--- config.mk ---
export PLATFORM = sky130hd
export DESIGN_NAME = fu_wrapper
export DESIGN_NICKNAME = d
export VERILOG_FILES = /design/src/rtl/rv32i_pkg.sv /design/src/rtl/ooo_pkg.sv /design/src/rtl/alu.sv /design/src/rtl/cmp.sv /design/src/rtl/fu_wrapper.sv
export SDC_FILE = /design/constraint.sdc
export NUM_CORES = 1
export LEC_CHECK = 0
export BUFFER_PORTS_ARGS = -buffer_cell sky130_fd_sc_hd__buf_4
export CAP_MARGIN = 20
export CORE_UTILIZATION = 45
export DETAILED_ROUTE_END_ITERATION = 8
export GPL_TIMING_DRIVEN = 0
export PLACE_DENSITY = 0.8
export SYNTH_ARGS = -nofsm -noshare
export SYNTH_HDL_FRONTEND = slang
export SYNTH_HIERARCHICAL = 1
export SYNTH_SLANG_ARGS = --single-unit
export TNS_END_PERCENT = 30
--- constraint.sdc ---
create_clock -name clk -period 1.3 [get_ports clk]
set_clock_uncertainty 0.2 [all_clocks]
set_input_delay 0.26 -clock clk [delete_from_list [all_inputs] [get_ports clk]]
set_output_delay 0.26 -clock clk [all_outputs]
set_load 0.02 [all_outputs]
--- src/rtl/rv32i_pkg.sv ---
package rv32i_pkg;

    // Architectural data word
    typedef logic [31:0] word_t;

    // ALU operations for the register-register and register-immediate forms
    typedef enum logic [3:0] {
        alu_add  = 4'd0,
        alu_sub  = 4'd1,
        alu_sll  = 4'd2,
        alu_slt  = 4'd3,
        alu_sltu = 4'd4,
        alu_xor  = 4'd5,
        alu_srl  = 4'd6,
        alu_sra  = 4'd7,
        alu_or   = 4'd8,
        alu_and  = 4'd9
    } alu_op_t;

    // Compare operations, encoded like the branch funct3 field
    typedef enum logic [2:0] {
        cmp_beq  = 3'b000,
        cmp_bne  = 3'b001,
        cmp_blt  = 3'b100,
        cmp_bge  = 3'b101,
        cmp_bltu = 3'b110,
        cmp_bgeu = 3'b111
    } cmp_op_t;

    // Operand source select, the meaning depends on the operand slot
    typedef logic [1:0] op_sel_t;

    // Operand 1 sources
    localparam op_sel_t OP1_RS1  = 2'b00;
    localparam op_sel_t OP1_IMM  = 2'b01;
    localparam op_sel_t OP1_PC   = 2'b11;

    // Operand 2 sources
    // zero is used for the imm + 0 form of lui
    localparam op_sel_t OP2_RS2  = 2'b00;
    localparam op_sel_t OP2_ZERO = 2'b01;
    localparam op_sel_t OP2_IMM  = 2'b11;

endpackage

--- src/rtl/ooo_pkg.sv ---
package ooo_pkg;

    // Physical register file size and tag
    localparam int unsigned NUM_PHYS_REGS = 64;

    typedef logic [5:0] phys_tag_t;

    // ROB index, passed through the FU untouched
    typedef logic [4:0] rob_id_t;

    // One entry issued from a reservation station
    typedef struct packed {
        logic               valid;
        rob_id_t            rob_id;
        phys_tag_t          ps1;
        phys_tag_t          ps2;
        phys_tag_t          pd;
        rv32i_pkg::word_t   pc;
        rv32i_pkg::word_t   imm;
        rv32i_pkg::op_sel_t op1_sel;
        rv32i_pkg::op_sel_t op2_sel;
        rv32i_pkg::alu_op_t alu_op;
        rv32i_pkg::cmp_op_t cmp_op;
        logic               alu_en;
        logic               is_branch;
        logic               writes_rd;
    } fu_input_t;

    // Register file answer for both source tags
    typedef struct packed {
        rv32i_pkg::word_t rs1_value;
        rv32i_pkg::word_t rs2_value;
    } reg_response_t;

    // A single register file write
    typedef struct packed {
        logic             valid;
        phys_tag_t        tag;
        rv32i_pkg::word_t data;
    } reg_write_t;

    // Registered FU result
    // rd_wdata and the rs*_rdata fields form the operand trace
    typedef struct packed {
        logic             valid;
        rob_id_t          rob_id;
        phys_tag_t        pd;
        logic             writes_rd;
        rv32i_pkg::word_t register_value;
        rv32i_pkg::word_t rd_wdata;
        logic             branch_taken;
        rv32i_pkg::word_t rs1_rdata;
        rv32i_pkg::word_t rs2_rdata;
    } fu_output_t;

endpackage

--- src/rtl/alu.sv ---
`timescale 1ns/100ps

module alu (
    input  rv32i_pkg::alu_op_t aluop,
    input  logic [31:0]        a,
    input  logic [31:0]        b,
    output logic [31:0]        f
);
    import rv32i_pkg::*;

    logic [4:0] shamt;

    // Shift amount comes from the low five bits only
    assign shamt = b[4:0];

    always_comb begin
        case (aluop)
            alu_add:  f = a + b;
            alu_sub:  f = a - b;
            alu_sll:  f = a << shamt;
            alu_slt:  f = {31'd0, $signed(a) < $signed(b)};
            alu_sltu: f = {31'd0, a < b};
            alu_xor:  f = a ^ b;
            alu_srl:  f = a >> shamt;
            alu_sra:  f = $unsigned($signed(a) >>> shamt);
            alu_or:   f = a | b;
            alu_and:  f = a & b;
            // Unused codes produce zero
            default:  f = '0;
        endcase
    end

endmodule

--- src/rtl/cmp.sv ---
`timescale 1ns/100ps

module cmp (
    input  rv32i_pkg::cmp_op_t cmpop,
    input  logic [31:0]        a,
    input  logic [31:0]        b,
    output logic               br_en
);
    import rv32i_pkg::*;

    logic lt_signed;
    logic lt_unsigned;

    assign lt_signed   = $signed(a) < $signed(b);
    assign lt_unsigned = a < b;

    // slt and sltu are issued with blt and bltu here
    always_comb begin
        case (cmpop)
            cmp_beq:  br_en = (a == b);
            cmp_bne:  br_en = (a != b);
            cmp_blt:  br_en = lt_signed;
            cmp_bge:  br_en = !lt_signed;
            cmp_bltu: br_en = lt_unsigned;
            cmp_bgeu: br_en = !lt_unsigned;
            default:  br_en = 1'b0;
        endcase
    end

endmodule

--- src/rtl/fu_wrapper.sv ---
`timescale 1ns/100ps

module fu_wrapper (
    input  logic                   clk,
    input  logic                   arst_n,
    input  ooo_pkg::fu_input_t     issue,
    input  logic                   flush,
    input  ooo_pkg::reg_response_t reg_data,
    output ooo_pkg::phys_tag_t     ps1,
    output ooo_pkg::phys_tag_t     ps2,
    output ooo_pkg::fu_output_t    result
);
    import rv32i_pkg::*;
    import ooo_pkg::*;

    fu_input_t  entry;
    fu_output_t next_result;

    logic [31:0] alu_a;
    logic [31:0] alu_b;
    logic [31:0] cmp_a;
    logic [31:0] cmp_b;
    logic [31:0] alu_res;
    logic        cmp_res;

    // A flushed entry never reaches the units
    assign entry = flush ? '0 : issue;

    assign ps1 = entry.ps1;
    assign ps2 = entry.ps2;

    // Operand select
    always_comb begin
        case (entry.op1_sel)
            OP1_RS1: alu_a = reg_data.rs1_value;
            OP1_IMM: alu_a = entry.imm;
            OP1_PC:  alu_a = entry.pc;
            default: alu_a = '0;
        endcase

        case (entry.op2_sel)
            OP2_RS2:  alu_b = reg_data.rs2_value;
            OP2_ZERO: alu_b = '0;
            OP2_IMM:  alu_b = entry.imm;
            default:  alu_b = '0;
        endcase
    end

    // Branches compare rs1 against rs2 while the ALU forms pc + imm
    always_comb begin
        if (entry.is_branch) begin
            cmp_a = reg_data.rs1_value;
            cmp_b = reg_data.rs2_value;
        end else begin
            cmp_a = alu_a;
            cmp_b = alu_b;
        end
    end

    alu alu_i (
        .aluop (entry.alu_op),
        .a     (alu_a),
        .b     (alu_b),
        .f     (alu_res)
    );

    cmp cmp_i (
        .cmpop (entry.cmp_op),
        .a     (cmp_a),
        .b     (cmp_b),
        .br_en (cmp_res)
    );

    // Result of the entry now in flight
    always_comb begin
        next_result = '0;
        if (entry.valid) begin
            next_result.valid        = 1'b1;
            next_result.rob_id       = entry.rob_id;
            next_result.pd           = entry.pd;
            next_result.branch_taken = cmp_res;
            next_result.rs1_rdata    = reg_data.rs1_value;
            next_result.rs2_rdata    = reg_data.rs2_value;

            if (entry.is_branch) begin
                // target only, nothing goes to rd
                next_result.register_value = alu_res;
                next_result.rd_wdata       = '0;
                next_result.writes_rd      = 1'b0;
            end else if (!entry.alu_en) begin
                next_result.register_value = {31'd0, cmp_res};
                next_result.rd_wdata       = {31'd0, cmp_res};
                next_result.writes_rd      = entry.writes_rd;
            end else begin
                next_result.register_value = alu_res;
                next_result.rd_wdata       = alu_res;
                next_result.writes_rd      = entry.writes_rd;
            end
        end
    end

    // Flush already zeroes the entry, so the next edge loads an empty result
    always_ff @(posedge clk or negedge arst_n) begin
        if (!arst_n) begin
            result <= '0;
        end else begin
            result <= next_result;
        end
    end

endmodule

* After elaboration in Yosys (flattened, before gate mapping)
Index checks and enable logic that the tools add are counted.
Word-level totals: bits of input ports 169, flip-flop bits (word level) 142, output and inout port bits 154
Cells by class: muxes and demuxes 10, add/sub/neg operators 2, order comparisons 4, equal/unequal tests 19, bitwise logic cells 3, shift-type cells 3, reductions and logical operators 6
Operator list (count):
- 32-bit one-hot mux with 10 select lines | 1
- 142-bit two-way mux | 1
- 32-bit < comparator | 4
- 102-bit two-way mux | 1
- 32-bit one-hot mux with 3 select lines | 1
- 65-bit two-way mux | 1
- 32-bit two-way mux | 2
- 64-bit two-way mux | 1
- 32-bit one-hot mux with 2 select lines | 1
- 32-bit adder | 1
- 32-bit AND | 1
- 32-bit == test | 1
- 32-bit != test | 1
- 32-bit OR | 1
- 32-bit by 5-bit << shifter with 32-bit output | 1
- 32-bit by 5-bit >> shifter with 32-bit output | 1
- 32-bit by 5-bit >>> shifter with 32-bit output | 1
- 32-bit subtractor | 1
- 32-bit bitwise XOR | 1
- 4-bit by 3-bit == test with 1-bit output, second input constant | 4
- 3-bit == test, second input constant | 4
- 4-bit by 2-bit == test with 1-bit output, second input constant | 2
- 4-bit == test, second input constant | 2
- 1-bit one-hot mux with 6 select lines | 1
- other kinds (8) | 11

* Logic depth before layout (Yosys ltp)
depth after elaboration 10, mapped depth 27, mapped depth without buffers 19

* By module
Netlist, hierarchy kept.
By module, submodules not included:
- alu | seq. area each 0.0 µm², instances 1, area each 8196.6 µm², cells an instance 1231
- fu_wrapper | seq. area each 3553.4 µm², instances 1, area each 6607.6 µm², cells an instance 620
- cmp | seq. area each 0.0 µm², instances 1, area each 905.9 µm², cells an instance 119

* Least setup slack after synthesis
No wires, ideal clock.
path kind input -> register, start point input port flush, end point register result[115] (netlist name), stages 26, slack -3914 ps, buffers on the path 8, setup time 120 ps, data arrival time 4895 ps, path through buf_6 > clkbuf_1 > nand2b_1 > inv_1 > ha_1 > nor2b_4 > buf_6 > clkbuf_1 > a22oi_1 > nor2_1 > clkbuf_1 > inv_2 > buf_1 > clkbuf_1 > ha_1 > buf_2 > nor2_1 > nor2_1 > o221ai_2 > a311oi_2 > a21o_1 > or3_1 > a41oi_1 > xor2_1 > o221ai_1 > and3_1
RTL lines:
- start, declared | line fu_wrapper.sv:7 | input logic flush,
- end signal, assigned | line fu_wrapper.sv:107 | result <= next_result;
- end, declared | line fu_wrapper.sv:11 | output ooo_pkg::fu_output_t result

==> run summary <==
### GRT
- 1 — number of antenna violations at the first check in global routing
- 100 — maximum number of pins on one net before global-route repair
- 0.153 — global-route track usage on met3
- 0.487 — all-layer global routing usage
- 19707 — number of global-route vias before repair
- 0 — remaining global-route overflow
- met2 — layer carrying the most global-route usage
- 0.588 — global routing usage on met1
- 0.744 — GR met2 Demand/Resource
- 128 mm — wire length of the first global-routing pass

### Cells and area
- 0.0240 mm² — final cell area excluding filler cells
- 0.696 — utilization of the core after routing
- 0.377 — fraction of layout cells with a size suffix above 1
- result x142 — Top Registers
- 52.8% — Synth-to-Final Area Change
- 142 — flip-flop count of the largest register, all copies and words added
- 2838 — number of nets in the layout
- result — register bank with the most flops

### Synthesis
- 0 — number of enable-type register cells in the synthesized netlist
- sky130_fd_sc_hd__dfrtp_1 (23%), sky130_fd_sc_hd__ha_1 (11%), sky130_fd_sc_hd__mux2i_1 (5.5%) — cell types occupying the most area after synthesis
- 1970 — post-synthesis instance total
- sky130_fd_sc_hd__dfrtp_1 — top cell type by total area after synthesis
- 0.226 — sequential cell area fraction in the yosys report
- 0.226 — top cell type's share of synthesized area
- 0.0157 mm² — Cell Area, Synth
- sky130_fd_sc_hd__dfrtp_1 — leading register cell type out of synthesis
- 6 — number of warnings reported in the yosys synthesis log
- 142 — number of synthesized register bits
- 7.97 µm² — Synth Area per Inst
- 92 — synth unique cells
- 1.00 — proportion of register bits with asynchronous set or reset after synthesis
- sky130_fd_sc_hd__nor2_1 — most common cell in the synthesized netlist
- sky130_fd_sc_hd__nor2_1 (212), sky130_fd_sc_hd__dfrtp_1 (142), sky130_fd_sc_hd__a21oi_1 (140), sky130_fd_sc_hd__ha_1 (133), sky130_fd_sc_hd__nand2_1 (128) — ranking of synthesized cells by instance count
- 2274 — post-synth net total

### Power and ir drop
- 0.561 — Logic pwr share
- 0.0112 µW — leakage
- 940 mW/mm² — Pwr per Cell Area
- 9870 µW — Switching Power
- 0.437 — switching portion of total power
- 0.234 — part of the power in the clock network
- 22600 µW — Total Power
- 0.205 — share of power burned in registers
- 0.00100 V — VDD IR-drop max
- 12700 µW — internal power of the cells

### Timing
- 0.215 — worst rel slew slack
- true — setup repair after global routing missed its margin
- 4.46 ns — Period minus WS final
- 1.17 ns — slew at the pin with the worst max-slew slack
- 3.43 — period utilisation layout
- -208.69 ns — aggregate negative setup slack
- 101 — hold violation count in the final report
- 0 — Final Max Tran Viols
- 0.224 GHz — timing-limited maximum frequency
- 260 — setup-violating endpoint count in the final report
- -0.473 ns — worst hold slack
- -3.16 ns — post-route setup slack

### Place
- 64.8 mm — Final HPWL DP
- 320 — Buffers on Ports
- 1.08 — routability-driven placement congestion ratio
- 0.0193 mm² — placed cell areas

### Drt
- 0 — count of antenna-violating nets left after detailed routing
- 6.75 — Vias per Instance
- 2592 — number of violations reported at the end of detailed-routing iteration 0
- 20261 — count of vias placed by the detailed router
- 7 — Initial DRT Pass Iterations
- 89.2 mm — total wire length
- 29.7 µm — mean routed wirelength per cell
- 0 — DRC violation count after routing

### Setup path
- 10 — largest fanout on the critical path
- 1.44 ns — required arrival time at the worst endpoint
- 4.59 ns — CP arrival
- input pin — type of element launching the critical path
- flip-flop — kind of end point of the critical path
- in2reg — critical path class

### Clock tree
- 142 — total clock sinks
- sky130_fd_sc_hd__clkbuf_16 — cell at the root of the clock tree
- 4 — maximum level of the CTS H-tree
- 0.06 ns — clock-pin slew of the registers on the worst-case setup and hold paths
- done — CTS tree
- 2 — maximum clock path buffer count
- 79 — quantity of hold-fixing buffers added after cts
- 17 — number of buffers created by CTS

### Floorplan
- 323 — top-level I/O count
- 0.0357 mm² — Die Footprint
- 0.456 — Starting Density
- 189 µm — die span in y
- 0.0345 mm² — area inside the core boundary
- 68 — number of core rows
- 189 µm — Die W

### Status
- finished, violations left — run status
- hold timing, setup timing — violations in the final reports

### Min path
- in2async — type of the most critical hold path

### Flow run
- 0 — count of maximum capacitance violations

critical path, cell delays in order:
cell and delay [ns]:
sky130_fd_sc_hd__buf_12 0.12, sky130_fd_sc_hd__nand2b_1 0.33, sky130_fd_sc_hd__clkbuf_1 0.33, sky130_fd_sc_hd__o21ai_1 0.67
sky130_fd_sc_hd__inv_1 0.34, sky130_fd_sc_hd__ha_1 0.50, sky130_fd_sc_hd__buf_1 0.56, sky130_fd_sc_hd__o21bai_1 0.19
sky130_fd_sc_hd__a221oi_1 0.29, sky130_fd_sc_hd__o21ai_0 0.16, sky130_fd_sc_hd__o22ai_2 0.23, sky130_fd_sc_hd__xnor2_2 0.14
sky130_fd_sc_hd__o211ai_1 0.10, sky130_fd_sc_hd__buf_4 0.20, sky130_fd_sc_hd__and3_4 0.15
cells by family after synthesis:
kind of cell	after synthesis	share of synthesized area
simple gates	649	0.206
compound gates	604	0.265
buf+inv	290	0.0783
flops	142	0.226
fa+ha+maj	135	0.108
mux	125	0.102
xor+xnor	25	0.0139
worst paths after layout:
| kind | from | end | depth (start not counted) |
|---|---|---|---|
| max in group asynchronous | arst_n | result[26]$_DFF_PN0_ | 2 |
| setup / recovery | flush | result[95]$_DFF_PN0_ | 15 |
| min in group clk | flush | result[65]$_DFF_PN0_ | 5 |
| hold / removal | arst_n | result[70]$_DFF_PN0_ | 1 |
power groups by stage:
stage / Sequential, µW / Combinational, µW / Clock, µW
floorplan: 4870 / 5320 / 0
global placement: 4680 / 9090 / 0
detailed placement: 4690 / 9220 / 0
CTS: 4610 / 11200 / 5290
global route: 4630 / 13000 / 5500
finish: 4620 / 12700 / 5290
cells in the final DEF (no fill, tap or decap), types with 79 or more instances in the layout:
cell type,count
sky130_fd_sc_hd__buf_6,93
sky130_fd_sc_hd__inv_1,113
sky130_fd_sc_hd__dfrtp_1,142
sky130_fd_sc_hd__dlygate4sd3_1,79
sky130_fd_sc_hd__and2_1,80
sky130_fd_sc_hd__nor2_1,179
sky130_fd_sc_hd__a21oi_1,111
sky130_fd_sc_hd__nand2_1,119
sky130_fd_sc_hd__ha_1,110
sky130_fd_sc_hd__buf_4,392
repair_timing:
action,CTS,global route
gates cloned,4,0
pin swaps,105,99
endpoints found under the setup margin,285,252
buffers inserted,100,26
hold endpoints to repair,144,43
resized for setup,376,189
final cells by class:
type | instances | area, µm²
Fill cell | 2608 | 10500
Buffer | 155 | 1190
Clock inverter | 11 | 155
Timing Repair Buffer | 554 | 4790
Sequential cell | 142 | 3550
Tap cell | 455 | 569
Antenna cell | 2 | 5.00
Multi-Input combinational cell | 1538 | 12800
Inverter | 126 | 508
Clock buffer | 20 | 457
routing by layer:
metal / wire (µm) / share of wire
met1: 31700 / 0.36
met5: 0 / 0
met4: 7450 / 0.083
met3: 11400 / 0.13
met2: 38600 / 0.43
stage by stage:
step / instances / worst slack, ns
floorplan: 1970 / -2.97
global placement: 2745 / -4.76
detailed placement: 2771 / -4.32
CTS: 2979 / -3.02
global route: 3002 / -3.22
finish: 3003 / -3.16
(Power assumes the default switching activity.)
